### config.mk
export PLATFORM = sky130hd
export DESIGN_NAME = video_gen
export DESIGN_NICKNAME = d
export VERILOG_FILES = /design/src/design/xv_pkg.sv /design/src/design/vgen_regs.sv /design/src/design/raster_counter.sv /design/src/design/sync_fsm.sv /design/src/design/text_fetch.sv /design/src/design/pixel_shifter.sv /design/src/design/video_gen.sv
export SDC_FILE = /design/constraint.sdc
export NUM_CORES = 1
export LEC_CHECK = 0
export BUFFER_PORTS_ARGS = -buffer_cell sky130_fd_sc_hd__buf_2
export CORE_MARGIN = 3
export CORE_UTILIZATION = 35
export CTS_CLUSTER_DIAMETER = 80
export DETAILED_ROUTE_END_ITERATION = 16
export PLACE_DENSITY_LB_ADDON = 0.12
export SYNTH_ARGS = -nofsm -noshare
export SYNTH_HDL_FRONTEND = slang
export SYNTH_HIERARCHICAL = 1
export SYNTH_SLANG_ARGS = --single-unit
### constraint.sdc
create_clock -name clk -period 3.4 [get_ports clk]
set_input_delay 0.17 -clock clk [delete_from_list [all_inputs] [get_ports clk]]
set_output_delay 0.17 -clock clk [all_outputs]
set_load 0.02 [all_outputs]
### src/design/xv_pkg.sv
// video mode geometry, fetch schedule, register numbers, shared widths and sync state enum
package xv_pkg;

    // horizontal mode, the offscreen clocks sit on the left of each line
    localparam int H_VISIBLE       = 32;
    localparam int H_FRONT_PORCH   = 2;
    localparam int H_SYNC_PULSE    = 4;
    localparam int H_BACK_PORCH    = 2;
    localparam int H_TOTAL         = H_VISIBLE + H_FRONT_PORCH + H_SYNC_PULSE + H_BACK_PORCH;
    localparam int OFFSCREEN_WIDTH = H_TOTAL - H_VISIBLE;   // 8 clocks before first visible

    // vertical mode, blanking lines follow the visible ones
    localparam int V_VISIBLE       = 16;
    localparam int V_FRONT_PORCH   = 1;
    localparam int V_SYNC_PULSE    = 2;
    localparam int V_BACK_PORCH    = 1;
    localparam int V_TOTAL         = V_VISIBLE + V_FRONT_PORCH + V_SYNC_PULSE + V_BACK_PORCH;

    localparam logic H_SYNC_POLARITY = 1'b0;               // active low
    localparam logic V_SYNC_POLARITY = 1'b0;               // active low

    // tile geometry and memory timing
    localparam int TILE_WIDTH  = 8;
    localparam int FONT_LINES  = 8;
    localparam int MEM_LATENCY = 2;                         // select pulse to valid read data

    // vram fetch, font fetch, shifter load, then one clock each for shift and pixel register
    localparam int FETCH_LEAD  = 2 * MEM_LATENCY + 2;

    // tile phase of each request inside the fetch window
    localparam logic [2:0] PHASE_VRAM = 3'd0;
    localparam logic [2:0] PHASE_FONT = 3'(MEM_LATENCY);       // tile word arrives here
    localparam logic [2:0] PHASE_LOAD = 3'(2 * MEM_LATENCY);   // font byte arrives here

    typedef logic [10:0] count_t;                           // pixel or line count
    typedef logic [15:0] vram_addr_t;                       // vram word address
    typedef logic [15:0] vram_word_t;                       // {colour, tile}
    typedef logic [11:0] font_addr_t;                       // {bank, tile, tile line}
    typedef logic [7:0]  font_byte_t;                       // bit 7 is leftmost pixel
    typedef logic [3:0]  pal_index_t;
    typedef logic [1:0]  reg_num_t;

    // register numbers of the write-only config port
    localparam reg_num_t REG_DISPSTART = 2'd0;
    localparam reg_num_t REG_LINEWIDTH = 2'd1;
    localparam reg_num_t REG_FONTCTRL  = 2'd2;              // bank in data bit 0

    // order matters, each state steps to the next one
    typedef enum logic [1:0] {
        PRE_SYNC,
        SYNC,
        POST_SYNC,
        VISIBLE
    } video_state_e;

endpackage

### src/design/vgen_regs.sv
// vgen_regs: write-only text start, line width and font bank registers
module vgen_regs (
    input  logic               clk,
    input  logic               reset_i,
    input  logic               reg_wr_i,       // write strobe, one write per clock
    input  xv_pkg::reg_num_t   reg_num_i,
    input  xv_pkg::vram_word_t reg_data_i,
    output xv_pkg::vram_addr_t text_start_o,   // first tile word of the frame
    output xv_pkg::vram_addr_t line_width_o,   // words per tile row
    output logic               font_bank_o     // upper or lower half of font ram
);

    always_ff @(posedge clk) begin
        if (reset_i) begin
            text_start_o <= '0;
            line_width_o <= xv_pkg::vram_addr_t'(xv_pkg::H_VISIBLE / xv_pkg::TILE_WIDTH);
            font_bank_o  <= 1'b0;
        end else if (reg_wr_i) begin
            case (reg_num_i)
                xv_pkg::REG_DISPSTART: begin
                    text_start_o <= reg_data_i;
                end
                xv_pkg::REG_LINEWIDTH: begin
                    line_width_o <= reg_data_i;
                end
                xv_pkg::REG_FONTCTRL: begin
                    font_bank_o  <= reg_data_i[0];
                end
                default: begin                  // unknown register, write dropped
                end
            endcase
        end
    end

endmodule

### src/design/raster_counter.sv
// raster_counter: pixel and line counters with line-end and frame-end strobes
module raster_counter (
    input  logic           clk,
    input  logic           reset_i,
    output xv_pkg::count_t h_count_o,      // 0 .. H_TOTAL-1, offscreen first
    output xv_pkg::count_t v_count_o,      // 0 .. V_TOTAL-1, visible first
    output logic           line_end_o,     // last clock of a line
    output logic           frame_end_o     // last clock of a frame
);

    assign line_end_o  = (h_count_o == xv_pkg::count_t'(xv_pkg::H_TOTAL - 1));
    assign frame_end_o = line_end_o && (v_count_o == xv_pkg::count_t'(xv_pkg::V_TOTAL - 1));

    always_ff @(posedge clk) begin
        if (reset_i) begin
            h_count_o <= '0;
            v_count_o <= '0;
        end else begin
            h_count_o <= h_count_o + 11'd1;
            if (line_end_o) begin
                h_count_o <= '0;
                v_count_o <= frame_end_o ? '0 : v_count_o + 11'd1;   // wrap at frame end
            end
        end
    end

endmodule

### src/design/sync_fsm.sv
// sync_fsm: horizontal and vertical sync state machines, fetch window, sync and enable outputs
module sync_fsm (
    input  logic           clk,
    input  logic           reset_i,
    input  xv_pkg::count_t h_count_i,
    input  xv_pkg::count_t v_count_i,
    input  logic           line_end_i,
    input  logic           frame_end_i,
    input  logic           enable_i,          // only looked at on frame end
    output logic           fetch_active_o,    // text fetch window
    output logic           hsync_o,
    output logic           vsync_o,
    output logic           de_o,
    output logic           text_en_o          // text output on for this frame
);

    xv_pkg::video_state_e h_state;
    xv_pkg::video_state_e v_state;
    xv_pkg::count_t       h_last;            // last count of current h state
    xv_pkg::count_t       v_last;            // last line of current v state

    // boundary counts of each state
    always_comb begin
        case (h_state)
            xv_pkg::PRE_SYNC:  h_last = xv_pkg::count_t'(xv_pkg::H_FRONT_PORCH - 1);
            xv_pkg::SYNC:      h_last = xv_pkg::count_t'(xv_pkg::H_FRONT_PORCH
                                                         + xv_pkg::H_SYNC_PULSE - 1);
            xv_pkg::POST_SYNC: h_last = xv_pkg::count_t'(xv_pkg::OFFSCREEN_WIDTH - 1);
            default:           h_last = xv_pkg::count_t'(xv_pkg::H_TOTAL - 1);
        endcase
        case (v_state)
            xv_pkg::PRE_SYNC:  v_last = xv_pkg::count_t'(xv_pkg::V_VISIBLE
                                                         + xv_pkg::V_FRONT_PORCH - 1);
            xv_pkg::SYNC:      v_last = xv_pkg::count_t'(xv_pkg::V_VISIBLE + xv_pkg::V_FRONT_PORCH
                                                         + xv_pkg::V_SYNC_PULSE - 1);
            xv_pkg::POST_SYNC: v_last = xv_pkg::count_t'(xv_pkg::V_TOTAL - 1);
            default:           v_last = xv_pkg::count_t'(xv_pkg::V_VISIBLE - 1);
        endcase
    end

    always_ff @(posedge clk) begin
        if (reset_i) begin
            h_state        <= xv_pkg::PRE_SYNC;
            v_state        <= xv_pkg::VISIBLE;
            fetch_active_o <= 1'b0;
            text_en_o      <= 1'b0;                      // first frame always blank
            hsync_o        <= ~xv_pkg::H_SYNC_POLARITY;
            vsync_o        <= ~xv_pkg::V_SYNC_POLARITY;
            de_o           <= 1'b0;
        end else begin
            if (h_count_i == h_last) begin
                h_state <= xv_pkg::video_state_e'(h_state + 2'd1);
            end
            if (line_end_i && (v_count_i == v_last)) begin
                v_state <= xv_pkg::video_state_e'(v_state + 2'd1);
            end

            // window runs from FETCH_LEAD clocks ahead of visible to end of line
            if (h_count_i == xv_pkg::count_t'(xv_pkg::H_TOTAL - 1)) begin
                fetch_active_o <= 1'b0;
            end else if (text_en_o && (v_state == xv_pkg::VISIBLE) &&
                         (h_count_i == xv_pkg::count_t'(xv_pkg::OFFSCREEN_WIDTH
                                                        - xv_pkg::FETCH_LEAD))) begin
                fetch_active_o <= 1'b1;
            end

            if (frame_end_i) begin
                text_en_o <= enable_i;
            end

            // registered outputs trail the states by one clock, as does the pixel pipe
            hsync_o <= (h_state == xv_pkg::SYNC) ? xv_pkg::H_SYNC_POLARITY
                                                 : ~xv_pkg::H_SYNC_POLARITY;
            vsync_o <= (v_state == xv_pkg::SYNC) ? xv_pkg::V_SYNC_POLARITY
                                                 : ~xv_pkg::V_SYNC_POLARITY;
            de_o    <= text_en_o && (h_state == xv_pkg::VISIBLE) && (v_state == xv_pkg::VISIBLE);
        end
    end

endmodule

### src/design/text_fetch.sv
// text_fetch: tile phase timer, text and line addressing, tile line and memory request sequencing
module text_fetch (
    input  logic               clk,
    input  logic               reset_i,
    input  logic               fetch_active_i,
    input  logic               line_end_i,
    input  logic               frame_end_i,
    input  xv_pkg::vram_addr_t text_start_i,
    input  xv_pkg::vram_addr_t line_width_i,
    input  logic               font_bank_i,
    input  xv_pkg::vram_word_t vram_data_i,      // valid MEM_LATENCY clocks after select
    input  xv_pkg::font_byte_t fontram_data_i,
    output logic               vram_sel_o,
    output xv_pkg::vram_addr_t vram_addr_o,
    output logic               fontram_sel_o,
    output xv_pkg::font_addr_t fontram_addr_o,
    output logic               load_o,           // shifter takes font line and colour
    output xv_pkg::font_byte_t font_line_o,
    output byte                colour_o          // {background, foreground}
);

    logic [2:0]         tile_x;                  // phase within the tile, wraps every 8
    logic [2:0]         tile_y;                  // font line within the tile row
    xv_pkg::vram_addr_t text_addr;               // next tile word to fetch
    xv_pkg::vram_addr_t line_addr;               // first tile word of the tile row
    logic               last_font_line;

    assign last_font_line = (tile_y == 3'(xv_pkg::FONT_LINES - 1));

    // requests overlap, next tile word is fetched while the shifter drains the current one
    always_comb begin
        vram_sel_o     = fetch_active_i && (tile_x == xv_pkg::PHASE_VRAM);
        vram_addr_o    = text_addr;
        fontram_sel_o  = fetch_active_i && (tile_x == xv_pkg::PHASE_FONT);
        fontram_addr_o = {font_bank_i, vram_data_i[7:0], tile_y};   // tile byte straight off vram
        load_o         = fetch_active_i && (tile_x == xv_pkg::PHASE_LOAD);
        font_line_o    = fontram_data_i;
    end

    always_ff @(posedge clk) begin
        if (reset_i) begin
            tile_x    <= 3'd0;
            tile_y    <= 3'd0;
            text_addr <= '0;
            line_addr <= '0;
        end else begin
            tile_x <= fetch_active_i ? tile_x + 3'd1 : 3'd0;   // held at 0 until window opens
            if (vram_sel_o) begin
                text_addr <= text_addr + 16'd1;
            end

            if (line_end_i) begin
                text_addr <= line_addr;                    // same row again
                tile_y    <= tile_y + 3'd1;
                if (last_font_line) begin
                    tile_y    <= 3'd0;
                    line_addr <= line_addr + line_width_i;
                    text_addr <= line_addr + line_width_i;
                end
            end

            // frame end wins over line end
            if (frame_end_i) begin
                tile_y    <= 3'd0;
                text_addr <= text_start_i;
                line_addr <= text_start_i;
            end
        end
    end

    // colour half of the tile word, held until the load two phases on
    always_ff @(posedge clk) begin
        if (fetch_active_i && (tile_x == xv_pkg::PHASE_FONT)) begin
            colour_o <= vram_data_i[15:8];
        end
    end

endmodule

### src/design/pixel_shifter.sv
// pixel_shifter: font line shift register, tile colour latch and palette index register
module pixel_shifter (
    input  logic               clk,
    input  logic               reset_i,
    input  logic               load_i,
    input  xv_pkg::font_byte_t font_line_i,
    input  byte                colour_i,
    output xv_pkg::pal_index_t pal_index_o
);

    xv_pkg::font_byte_t font_shift;    // bit 7 is the current pixel
    byte                colour;        // fg low nibble, bg high nibble

    always_ff @(posedge clk) begin
        if (reset_i) begin
            font_shift  <= '0;
            colour      <= '0;         // keeps the index at 0 until the first tile
            pal_index_o <= '0;
        end else begin
            if (load_i) begin
                font_shift <= font_line_i;
                colour     <= colour_i;
            end else begin
                font_shift <= {font_shift[6:0], 1'b0};
            end
            pal_index_o <= font_shift[7] ? colour[3:0] : colour[7:4];
        end
    end

endmodule

### src/design/video_gen.sv
// video_gen: top level joining registers, raster counter, sync FSM, text fetch and pixel shifter
module video_gen (
    input  logic               clk,
    input  logic               reset_i,
    input  logic               enable_i,          // text on or off from the next frame
    input  logic               reg_wr_i,
    input  xv_pkg::reg_num_t   reg_num_i,
    input  xv_pkg::vram_word_t reg_data_i,
    input  xv_pkg::vram_word_t vram_data_i,
    input  xv_pkg::font_byte_t fontram_data_i,
    output logic               vram_sel_o,
    output xv_pkg::vram_addr_t vram_addr_o,
    output logic               fontram_sel_o,
    output xv_pkg::font_addr_t fontram_addr_o,
    output xv_pkg::pal_index_t pal_index_o,
    output logic               hsync_o,
    output logic               vsync_o,
    output logic               de_o
);

    xv_pkg::count_t     h_count;
    xv_pkg::count_t     v_count;
    logic               line_end;
    logic               frame_end;
    logic               fetch_active;
    xv_pkg::vram_addr_t text_start;
    xv_pkg::vram_addr_t line_width;
    logic               font_bank;
    logic               load;
    xv_pkg::font_byte_t font_line;
    byte                colour;

    vgen_regs u_regs (
        .clk          (clk),
        .reset_i      (reset_i),
        .reg_wr_i     (reg_wr_i),
        .reg_num_i    (reg_num_i),
        .reg_data_i   (reg_data_i),
        .text_start_o (text_start),
        .line_width_o (line_width),
        .font_bank_o  (font_bank)
    );

    raster_counter u_raster (
        .clk         (clk),
        .reset_i     (reset_i),
        .h_count_o   (h_count),
        .v_count_o   (v_count),
        .line_end_o  (line_end),
        .frame_end_o (frame_end)
    );

    sync_fsm u_sync (
        .clk            (clk),
        .reset_i        (reset_i),
        .h_count_i      (h_count),
        .v_count_i      (v_count),
        .line_end_i     (line_end),
        .frame_end_i    (frame_end),
        .enable_i       (enable_i),
        .fetch_active_o (fetch_active),
        .hsync_o        (hsync_o),
        .vsync_o        (vsync_o),
        .de_o           (de_o),
        .text_en_o      ()                    // already folded into de and the fetch window
    );

    text_fetch u_fetch (
        .clk            (clk),
        .reset_i        (reset_i),
        .fetch_active_i (fetch_active),
        .line_end_i     (line_end),
        .frame_end_i    (frame_end),
        .text_start_i   (text_start),
        .line_width_i   (line_width),
        .font_bank_i    (font_bank),
        .vram_data_i    (vram_data_i),
        .fontram_data_i (fontram_data_i),
        .vram_sel_o     (vram_sel_o),
        .vram_addr_o    (vram_addr_o),
        .fontram_sel_o  (fontram_sel_o),
        .fontram_addr_o (fontram_addr_o),
        .load_o         (load),
        .font_line_o    (font_line),
        .colour_o       (colour)
    );

    pixel_shifter u_shifter (
        .clk         (clk),
        .reset_i     (reset_i),
        .load_i      (load),
        .font_line_i (font_line),
        .colour_i    (colour),
        .pal_index_o (pal_index_o)
    );

endmodule

==> results of run 1 <==
[worst max-delay path, stage by stage (launching register included)]
cell,delay (ns)
dfxtp_1,0.42
ha_1,0.24
and2_0,0.32
nand3_1,0.26
nor2_2,0.19
inv_1,0.16
nand2_1,0.30
a2bb2oi_1,0.41
a21oi_1,0.12
o21a_1,0.18
[layer usage]
| metal | up-vias | global-route usage (%) | share of wire, % |
|---|---|---|---|
| li1 | 2822 | - | - |
| met1 | 2640 | 21.2 | 48 |
| met2 | 128 | 25.1 | 45 |
| met3 | 20 | 4.22 | 4.6 |
| met4 | 0 | 4.94 | 1.8 |
| met5 | - | 0 | 0 |
[worst max path at each step]
stage	startpoint	endpoint	slack (ns)	cells past startpoint
after floorplan	u_raster/h_count_o[1]$_SDFF_PP0_	u_fetch/vram_addr_o[6]$_SDFFE_PP0P_	0.97	12
after global placement	u_raster/h_count_o[1]$_SDFF_PP0_	u_fetch/vram_addr_o[4]$_SDFFE_PP0P_	0.83	9
after detailed placement	u_raster/h_count_o[1]$_SDFF_PP0_	u_fetch/vram_addr_o[2]$_SDFFE_PP0P_	0.74	11
after CTS	u_raster/h_count_o[1]$_SDFF_PP0_	u_fetch/vram_addr_o[4]$_SDFFE_PP0P_	0.73	9
after global routing	u_raster/h_count_o[1]$_SDFF_PP0_	u_fetch/vram_addr_o[3]$_SDFFE_PP0P_	0.44	11
final	u_raster/h_count_o[1]$_SDFF_PP0_	u_fetch/vram_addr_o[4]$_SDFFE_PP0P_	0.67	9
[through the flow]
stage	setup slack, ns	area, sq um	cells	hold WS, ns
after global routing	0.445	8080	1100	0.0283
after floorplan	0.965	6920	767	0.239
after CTS	0.733	8080	1100	0.0122
after global placement	0.831	7360	1052	0.340
after detailed placement	0.743	7360	1052	0.340
final	0.673	8080	1100	0.0261
[sequential cells by signal, indices dropped and copies added (netlist names), 3 cells and up]
register / cells
u_raster/h_count_o: 11
u_shifter/font_shift: 8
u_fetch/tile_y: 3
u_regs/line_width_o: 16
u_fetch/line_addr: 16
u_shifter/colour: 8
u_fetch/colour_o: 8
u_fetch/tile_x: 3
u_regs/text_start_o: 16
u_shifter/pal_index_o: 4
u_raster/v_count_o: 11
u_fetch/vram_addr_o: 16
[where the power goes]
group / internal, mW / leakage (nW) / switching, mW
Sequential: 1.56 / 1.06 / 0.0201
Combinational: 0.0846 / 1.81 / 0.0870
Clock: 0.966 / 0.274 / 0.779
Total: 2.61 / 3.14 / 0.886
[logic make-up after synthesis]
family | Yosys count
and+or+nand+nor | 292
xor gates and xnor gates | 32
AOI/OAI and AO/OA | 149
buffers and inverters | 66
adders and majority gates | 32
muxes | 66
DFF | 130
[final cells by class]
| class | count | share of cell area [%] |
|---|---|---|
| Tap cell | 260 | 4.03 |
| Multi-Input combinational cell | 571 | 48.2 |
| Clock buffer | 17 | 5.27 |
| Inverter | 20 | 0.930 |
| Clock inverter | 15 | 1.66 |
| Timing Repair Buffer | 87 | 6.72 |
| Sequential cell | 130 | 33.2 |
[placed cells by master (no fill, tap or decap), drive strengths merged, types with 3 or more instances in the layout]
master	count
xnor2	21
nor3b	4
and3	9
dlygate4sd3	16
a211oi	7
nor4	6
ha	31
nand2	54
o21a	7
edfxtp	8
and2	3
buf	71
nand3b	3
a21o	9
a31oi	11
dfxtp	122
clkbuf	17
a21oi	51
or3	7
nand2b	56
and4	3
xor2	11
nor4b	4
nor2	84
or4b	4
nor3	12
mux2i	64
o31a	3
nand3	23
o21ai	40
nand4	13
inv	31
==> reports/qor.csv, run 1 <==
stage,metric,value,unit
clocking,CTS tree,done,
yosys,multiplexer share of the synthesized area,9.58,%
floorplanning,die boundary height,147,um
global_route,antenna violations before repair,0,
yosys,most instantiated library cell after synthesis,dfxtp_1,
place,total of buffers placed on input and output ports,66,
timing,Worst Max-Slew Pin Slew,1.10,ns
clocking,number of clock sinks,130,
floorplanning,placeable core region,19100,sq um
yosys,Cells after Synth,767,
timing,RSZ-0062 raised after global routing,no,
pwr,maximum vdd drop,0.300,mV
worst_setup_path,Crit path required time,3.71,ns
worst_setup_path,sort of element at the end of the critical path,flip-flop,
floorplanning,width of the die,147,um
yosys,portion of the post-synthesis area used by sequential elements,38.8,%
pwr,power per unit of standard cell area,433,nW/um^2
clocking,CTS HTree Levels,4,
clocking,number of buffers inserted during clock tree synthesis,17,
yosys,Simple-Gate Fraction of Synth Area,23.0,%
pwr,static leakage,3.14,nW
timing,clock skew,0.0109,ns
worst_setup_path,startpoint of the worst register-to-register path,u_raster/h_count_o[1]$_SDFF_PP0_,
timing,Highest Clock Rate,367,MHz
place,DPL Wire Length,12.3,mm
route,Total Wirelength,17.1,mm
yosys,number of unique standard cell types used by synthesis,74,
clocking,worst-skew pair later-pin latency,0.42,ns
yosys,Syn Nets,845,
timing,shortest period the worst path allows,2.73,ns
route,Iteration-0 DRC Markers,319,
route,via-per-instance ratio,5.10,
final_layout,number of fill cells in the layout,1901,
worst_hold_path,worst hold path startpoint,reg_data_i[2],
place,final weighted congestion in routability-driven placement,0.864,
final_layout,number of nets in the layout,905,
timing,period utilisation layout,80.2,%
worst_setup_path,register-to-register setup slack,0.67,ns
timing,Final Hold Viols,0,
yosys,number of flip-flops and latches in the synthesized netlist,130,
yosys,Synth Area in XOR/XNOR,4.05,%
final_layout,total inserted antenna cells,0,
yosys,post-synth design cell area,6920,sq um
floorplanning,number of core rows,50,
global_route,Overflow after GRT,0,
final_layout,synth-to-layout area growth,16.7,%
worst_hold_path,Hold Path Depth,3,
route,routed vias,5610,
final_layout,fraction of final layout cells sized beyond drive strength 1,15.5,%
floorplanning,die area,21500,sq um
worst_setup_path,largest fanout on the critical path,9,
route,first-pass iteration count of the detailed router,6,
status,run status,"complete, no violations",
clocking,post-CTS setup buffers,0,
pwr,Final Power,3.50,mW
yosys,count of flip-flops with a built-in enable after synthesis,8,
yosys,Avg Synthesized Cell Area,9.02,sq um
clocking,maximum root-to-sink buffer count,2,
route,remaining antenna violation count after routing,0,
job,Max Cap Viol,0,
timing,worst slew margin relative to its limit,26.4,%
clocking,post_cts resized,0,
worst_hold_path,worst min-delay path endpoint,u_regs/text_start_o[2]$_SDFFE_PP0P_,
yosys,compound-cell area share of the yosys netlist,13.7,%
final_layout,area of the multi-input gates,3890,sq um
clocking,clock edge transition at the registers on the reported setup and hold paths,0.07,ns
clocking,quantity of hold-fixing buffers added after cts,16,
floorplanning,I/O pin count,83,
worst_setup_path,reg-to-reg critical path endpoint,u_fetch/vram_addr_o[4]$_SDFFE_PP0P_,
yosys,dominant combinational cell family by area after synthesis,simple AND/OR/NAND/NOR gates,
yosys,Post-synth top flop,dfxtp_1,
clocking,CTS root buffer,clkbuf_16,
global_route,maximum number of pins on one net before global-route repair,80,
final_layout,share of the core filled with cells,42.3,%
timing,number of max-slew violations in the final report,0,
route,drc violations,0,
worst_setup_path,data arrival at the endpoint of the critical path,3.04,ns
route,detailed-route wire length per cell,15.6,um
yosys,proportion of register bits with asynchronous set or reset after synthesis,0,%
global_route,global-route wire length before repair,28.0,mm
global_route,number of global-route vias before repair,5486,
final_layout,register cell area after layout,2680,sq um
yosys,Synth area leaders,"dfxtp_1 35%, mux2i_1 9.3%, ha_1 5.6%",
floorplanning,starting density of the core,36.3,%
worst_setup_path,Critical Path Source Type,flip-flop,
worst_hold_path,path category of the worst min-delay check,input port to flip-flop,
yosys,count of yosys warnings during synthesis,6,
worst_setup_path,worst reg2reg path depth,9,
yosys,ranking of synthesized cells by instance count,"122 x dfxtp_1, 84 x nor2_1, 64 x mux2i_1, 56 x nand2b_1, 54 x nand2_1",
yosys,adder-cell share of the synthesized area,5.89,%
timing,Setup Total Neg Slack,0,ns
worst_setup_path,path type of the worst setup path,flip-flop to flip-flop,
timing,number of setup violations in the final report,0,
global_route,overall routing resource usage,15.9,%
yosys,fraction of synthesized cell area taken by the top area cell type,35.3,%
yosys,library cell with the largest summed area after synthesis,dfxtp_1,
Power figures use the tool's default switching activity.
==> run 2, diff against run 1 <==
==> constraint.sdc (replaced) <==
create_clock -name clk -period 2.6 [get_ports clk]
set_input_delay 0.13 -clock clk [delete_from_list [all_inputs] [get_ports clk]]
set_output_delay 0.13 -clock clk [all_outputs]
set_load 0.02 [all_outputs]
==> run 2 against run 1 <==
Against the previous run:
- final area up 3.9%
- critical path type unchanged
- final cell count grew 2.9%
- total power increased by 32%
- sequential share of layout area fell by 1.2 points
- clock power up 31%
- critical endpoint is now u_fetch/vram_addr_o[9]$_SDFFE_PP0P_
- largest power group unchanged
- register-to-register slack got worse by 0.44 ns
- die area stayed put
==> reports/qor.csv, run 2 (synthesis gave the netlist of run 1 again) <==
stage,metric,value,unit
final_layout,fraction of final layout cells sized beyond drive strength 1,18.0,%
clocking,CTS HTree Levels,4,
floorplanning,I/O pin count,83,
timing,period utilisation layout,90.9,%
timing,worst slew margin relative to its limit,47.8,%
status,run status,"complete, no violations",
global_route,maximum number of pins on one net before global-route repair,58,
worst_hold_path,path category of the worst min-delay check,input port to flip-flop,
place,total of buffers placed on input and output ports,66,
clocking,number of clock sinks,130,
route,detailed-route wire length per cell,15.1,um
global_route,number of global-route vias before repair,5539,
worst_setup_path,most numerous cell on the critical path,nor2_2,
worst_setup_path,register-to-register setup slack,0.24,ns
worst_setup_path,cell chain of the critical path,"nor4_1, nand4b_1, nor2_2, inv_1, nand2_1, nor2_2, a31oi_1, a21oi_1, o21a_1",
timing,number of max-slew violations in the final report,0,
floorplanning,number of core rows,50,
pwr,maximum vdd drop,0.495,mV
worst_setup_path,sort of element at the end of the critical path,flip-flop,
route,Total Wirelength,17.1,mm
route,remaining antenna violation count after routing,0,
clocking,CTS root buffer,clkbuf_16,
worst_setup_path,source of the critical timing path,u_raster/v_count_o[5]$_SDFFE_PP0P_,
timing,"Worst Setup Slack, final",0.237,ns
worst_setup_path,Worst path depth,9,
route,routed vias,5707,
clocking,CTS tree,done,
timing,Setup Total Neg Slack,0,ns
worst_setup_path,data arrival at the endpoint of the critical path,2.67,ns
worst_setup_path,worst reg2reg path depth,9,
final_layout,total inserted antenna cells,0,
clocking,clock edge transition at the registers on the reported setup and hold paths,0.06,ns
global_route,global-route wire length before repair,27.8,mm
timing,Worst Max-Slew Pin Slew,0.780,ns
timing,number of setup violations in the final report,0,
clocking,number of buffers inserted during clock tree synthesis,17,
route,first-pass iteration count of the detailed router,5,
pwr,Final Power,4.60,mW
place,worst setup slack before clock tree synthesis,0.104,ns
worst_setup_path,path type of the worst setup path,flip-flop to flip-flop,
place,final weighted congestion in routability-driven placement,0.881,
clocking,maximum root-to-sink buffer count,2,
global_route,antenna violations before repair,0,
job,Max Cap Viol,0,
worst_setup_path,last element of the critical path,u_fetch/vram_addr_o[9]$_SDFFE_PP0P_,
floorplanning,die boundary height,147,um
timing,clock skew,0.0103,ns
worst_setup_path,Crit path required time,2.91,ns
pwr,static leakage,3.30,nW
final_layout,synth-to-layout area growth,21.2,%
floorplanning,placeable core region,19100,sq um
route,via-per-instance ratio,5.04,
timing,Highest Clock Rate,423,MHz
route,drc violations,0,
worst_setup_path,kind of cell adding the most delay to the critical path,simple AND/OR/NAND/NOR gates,
worst_setup_path,"Largest stage delay, worst path",0.38,ns
timing,Final Hold Viols,0,
worst_setup_path,Bufs and invs on worst path,1,
worst_setup_path,Critical Path Source Type,flip-flop,
final_layout,"commonest non-fill, non-tap cell in the layout",dfxtp_1,
place,DPL Wire Length,12.4,mm
timing,shortest period the worst path allows,2.36,ns
pwr,power per unit of standard cell area,548,nW/um^2
floorplanning,die area,21500,sq um
global_route,overall routing resource usage,15.9,%
worst_setup_path,startpoint of the worst register-to-register path,u_raster/v_count_o[5]$_SDFFE_PP0P_,
clocking,worst-skew pair later-pin latency,0.42,ns
final_layout,number of nets in the layout,937,
worst_setup_path,largest fanout on the critical path,8,
floorplanning,width of the die,147,um
global_route,Overflow after GRT,0,
timing,RSZ-0062 raised after global routing,no,
floorplanning,starting density of the core,36.3,%
worst_setup_path,cell with the largest stage delay on the worst path,dfxtp_1,
final_layout,highest-count cells in the layout ignoring fill and taps,"122 x dfxtp_1, 81 x nor2_1, 65 x buf_2",
route,Iteration-0 DRC Markers,255,
worst_setup_path,reg-to-reg critical path endpoint,u_fetch/vram_addr_o[9]$_SDFFE_PP0P_,
run 2: cell types whose count changed in the layout (fill, tap and decap cells not counted), sizes merged:
cell	before	now
inv	31	29
dlygate4sd3	16	28
clkinv	2	4
buf	71	91
run 2: routing by layer:
metal  track usage [%]  part of all wire, %  vias up
met3              3.82                  4.3       18
met1              20.8                   47     2668
met5                 0                    0        -
met4              5.22                  1.7        0
met2              26.0                   47      133
li1                  -                    -     2888
run 2: area by class of cell:
class | instances | area (sq um)
fill | 1894 | 10700
timing repair buffer | 119 | 826
inverter | 20 | 75.1
sequential | 130 | 2680
multi-input combinational | 571 | 3910
clock buffer | 17 | 425
clock inverter | 15 | 141
tap | 260 | 325
run 2: worst min-delay path by stage:
stage	from	end	cells past startpoint
floorplan	reset_i	u_raster/v_count_o[1]$_SDFFE_PP0P_	1
global placement	vram_data_i[1]	fontram_addr_o[4]	0
detailed placement	vram_data_i[1]	fontram_addr_o[4]	0
CTS	reg_data_i[6]	u_regs/line_width_o[6]$_SDFFE_PP0P_	3
global route	reg_data_i[8]	u_regs/text_start_o[8]$_SDFFE_PP0P_	3
finish	reg_data_i[1]	u_regs/text_start_o[1]$_SDFFE_PP0P_	3
run 2: worst min-delay path, delay by kind of cell:
kind          cells  cell delay, ns
buf+inv           1            0.10
mux               1            0.07
simple gates      1            0.09
run 2: report_power, final:
part           internal (mW)  total (mW)  switching, mW
sequential              2.04        2.06         0.0244
combinational          0.126       0.243          0.117
clock                   1.27        2.29           1.03
total                   3.43        4.60           1.17
run 2: timing repair:
| item | in CTS | in global routing |
|---|---|---|
| resized for setup | 0 | 7 |
| hold endpoints to repair | 35 | 0 |
| hold buffers | 28 | 0 |
| endpoints found under the setup margin | 0 | 16 |
| buffers inserted | 0 | 0 |
run 2: per-stage QoR:
stage	cell area, sq um	std cells	utilization, %	hold slack [ns]
4_1_cts	8370	1132	43.8	0.000153
6_report	8390	1132	44.0	0.0156
2_1_floorplan	6920	767	-	0.199
3_5_place_dp	7520	1072	39.4	0.260
3_3_place_gp	7520	1072	39.4	0.260
5_1_grt	8390	1132	44.0	0.0198
==> run 3, diff against run 2 <==
--- a/config.mk
+++ b/config.mk
@@ -8,6 +8,7 @@
 export BUFFER_PORTS_ARGS = -buffer_cell sky130_fd_sc_hd__buf_2
 export CORE_MARGIN = 3
 export CORE_UTILIZATION = 35
+export CTS_BUF_LIST = sky130_fd_sc_hd__clkbuf_8
 export CTS_CLUSTER_DIAMETER = 80
 export DETAILED_ROUTE_END_ITERATION = 16
 export PLACE_DENSITY_LB_ADDON = 0.12
==> run 3 against run 2 <==
Against the previous run:
- non-clock buffer count grew 5
- critical endpoint unchanged
- global-route usage shrank 0.11 points
- total power shrank 14%
- count of clock-buffer cells in the layout is the same
- sequential cell count is the same
- highest routed layer unchanged
- setup slack gained 0.019 ns
==> reports/qor.csv, run 3 (synthesis gave the netlist of run 1 again) <==
stage,metric,value,unit
clocking,CTS HTree Levels,4,
route,Total Wirelength,17.0,mm
worst_setup_path,startpoint of the worst register-to-register path,u_raster/h_count_o[0]$_SDFF_PP0_,
floorplanning,die boundary height,147,um
clocking,CTS root buffer,clkbuf_8,
clocking,CTS tree,done,
clocking,number of buffers inserted during clock tree synthesis,17,
timing,RSZ-0062 raised after global routing,no,
floorplanning,starting density of the core,36.3,%
worst_setup_path,source of the critical timing path,u_raster/h_count_o[0]$_SDFF_PP0_,
pwr,static leakage,3.23,nW
final_layout,"commonest non-fill, non-tap cell in the layout",dfxtp_1,
worst_setup_path,Crit path required time,2.93,ns
route,detailed-route wire length per cell,15.0,um
pwr,relative contribution of sequential cells to total power,52.1,%
route,via-per-instance ratio,5.02,
clocking,clock edge transition at the registers on the reported setup and hold paths,0.09,ns
clocking,number of clock sinks,130,
place,"Cell Area, Placed",7520,sq um
clocking,maximum root-to-sink buffer count,2,
final_layout,share of the core filled with cells,43.2,%
route,drc violations,0,
worst_setup_path,kind of cell adding the most delay to the critical path,simple AND/OR/NAND/NOR gates,
final_layout,number of fill cells in the layout,1908,
floorplanning,I/O pin count,83,
worst_setup_path,cell with the largest stage delay on the worst path,dfxtp_1,
timing,Final Hold Viols,0,
worst_hold_path,path category of the worst min-delay check,input port to flip-flop,
floorplanning,number of core rows,50,
global_route,number of global-route vias before repair,5538,
place,final weighted congestion in routability-driven placement,0.881,
timing,Setup Total Neg Slack,0,ns
global_route,global-route wire length before repair,27.8,mm
pwr,power per unit of standard cell area,480,nW/um^2
floorplanning,placeable core region,19100,sq um
final_layout,fraction of final layout cells sized beyond drive strength 1,17.9,%
pwr,reported net switching power,1.08,mW
route,routed vias,5706,
worst_setup_path,Critical Path Source Type,flip-flop,
global_route,maximum number of pins on one net before global-route repair,58,
worst_setup_path,most numerous cell on the critical path,nor2_2,
worst_setup_path,path type of the worst setup path,flip-flop to flip-flop,
timing,number of max-slew violations in the final report,0,
timing,Highest Clock Rate,427,MHz
global_route,overall routing resource usage,15.8,%
timing,worst slew margin relative to its limit,46.4,%
route,remaining antenna violation count after routing,0,
route,first-pass iteration count of the detailed router,5,
final_layout,highest-count cells in the layout ignoring fill and taps,"122 x dfxtp_1, 81 x nor2_1, 65 x buf_2",
place,DPL Wire Length,12.4,mm
global_route,antenna violations before repair,0,
worst_setup_path,largest fanout on the critical path,6,
worst_setup_path,cell chain of the critical path,"ha_1, and2_0, nand3_1, nor2_2, inv_1, nand2_1, nor2_2, a31oi_1, a21oi_1, o21a_1",
final_layout,total inserted antenna cells,0,
pwr,power share of the clock group,41.6,%
clocking,worst-skew pair later-pin latency,0.44,ns
pwr,internal portion of total power,2.87,mW
job,Max Cap Viol,0,
route,Iteration-0 DRC Markers,304,
floorplanning,die area,21500,sq um
final_layout,summed area of non-filler cells in the final layout,8250,sq um
worst_setup_path,Bufs and invs on worst path,1,
timing,clock skew,0.0126,ns
worst_setup_path,data arrival at the endpoint of the critical path,2.67,ns
pwr,switching share of power,27.4,%
worst_setup_path,sort of element at the end of the critical path,flip-flop,
worst_hold_path,worst hold path startpoint,reg_wr_i,
final_layout,synth-to-layout area growth,19.2,%
pwr,part of the total power dissipated in combinational logic,6.3,%
floorplanning,width of the die,147,um
clocking,post-CTS setup buffers,0,
timing,Worst Max-Slew Pin Slew,0.800,ns
timing,period utilisation layout,90.2,%
place,total of buffers placed on input and output ports,66,
worst_setup_path,"Largest stage delay, worst path",0.41,ns
global_route,Overflow after GRT,0,
status,run status,"complete, no violations",
final_layout,number of nets in the layout,942,
timing,shortest period the worst path allows,2.34,ns
place,placed insts,1072,
worst_setup_path,register-to-register setup slack,0.26,ns
final_layout,number of standard cells in the final layout excluding fillers,1137,
pwr,maximum vdd drop,0.316,mV
timing,number of setup violations in the final report,0,
## run 3: per-stage QoR
| stage | worst slack [ns] | hold WS [ns] | power [mW] |
|---|---|---|---|
| 6_report | 0.255 | 0.0307 | 3.96 |
| 5_1_grt | 0.0332 | 0.0193 | 4.14 |
| 4_1_cts | 0.0635 | 0.00364 | 4.02 |
| 3_5_place_dp | 0.104 | 0.260 | 2.32 |
| 3_3_place_gp | 0.155 | 0.260 | 2.31 |
| 2_1_floorplan | 0.165 | 0.199 | 2.27 |
## run 3: worst register-to-register path: stages, from the launching register on
cell	delay, ns
dfxtp_1	0.41
ha_1	0.23
and2_0	0.18
nand3_1	0.16
nor2_2	0.22
inv_1	0.16
nand2_1	0.15
nor2_2	0.09
a31oi_1	0.34
a21oi_1	0.12
o21a_1	0.19
## run 3: cell type report
class	instances	area (sq um)	share of cell area [%]
multi-input cells	571	3910	47.4
flip-flops and latches	130	2680	32.5
inverters	20	75.1	0.910
repair buffers	124	876	10.6
clock inverters	15	141	1.71
well taps	260	325	3.94
clock buffers	17	234	2.84
## run 3: timing repair
action                                  in CTS  in global routing
endpoints found under the setup margin       0                 14
gates resized for setup                      0                  7
endpoints found under the hold margin       49                  0
hold buffers                                33                  0
## run 3: metal layers
layer / part of all wire, % / up-vias / routed length (um) / GRT usage [%]
met3: 4.1 / 16 / 700 / 3.72
met2: 47 / 135 / 7990 / 25.9
met5: 0 / - / 0 / 0
li1: - / 2891 / - / -
met1: 47 / 2664 / 8080 / 20.7
met4: 1.5 / 0 / 250 / 4.94
## run 3: path summary, 6_finish.rpt
kind | cells past startpoint | endpoint
worst min-delay path | 3 | u_regs/font_bank_o$_SDFFE_PP0P_
worst max register to register | 10 | u_fetch/vram_addr_o[9]$_SDFFE_PP0P_
worst min register to register | 2 | u_shifter/font_shift[5]$_SDFF_PP0_
worst max-delay path | 10 | u_fetch/vram_addr_o[9]$_SDFFE_PP0P_
## run 3: power by group through the flow
stage                     sequential [mW]  clock [mW]  combinational [mW]
after floorplan                      2.10           0               0.168
after global placement               2.11           0               0.207
after global routing                 2.06        1.80               0.277
after CTS                            2.06        1.71               0.252
final                                2.06        1.65               0.250
after detailed placement             2.11           0               0.214
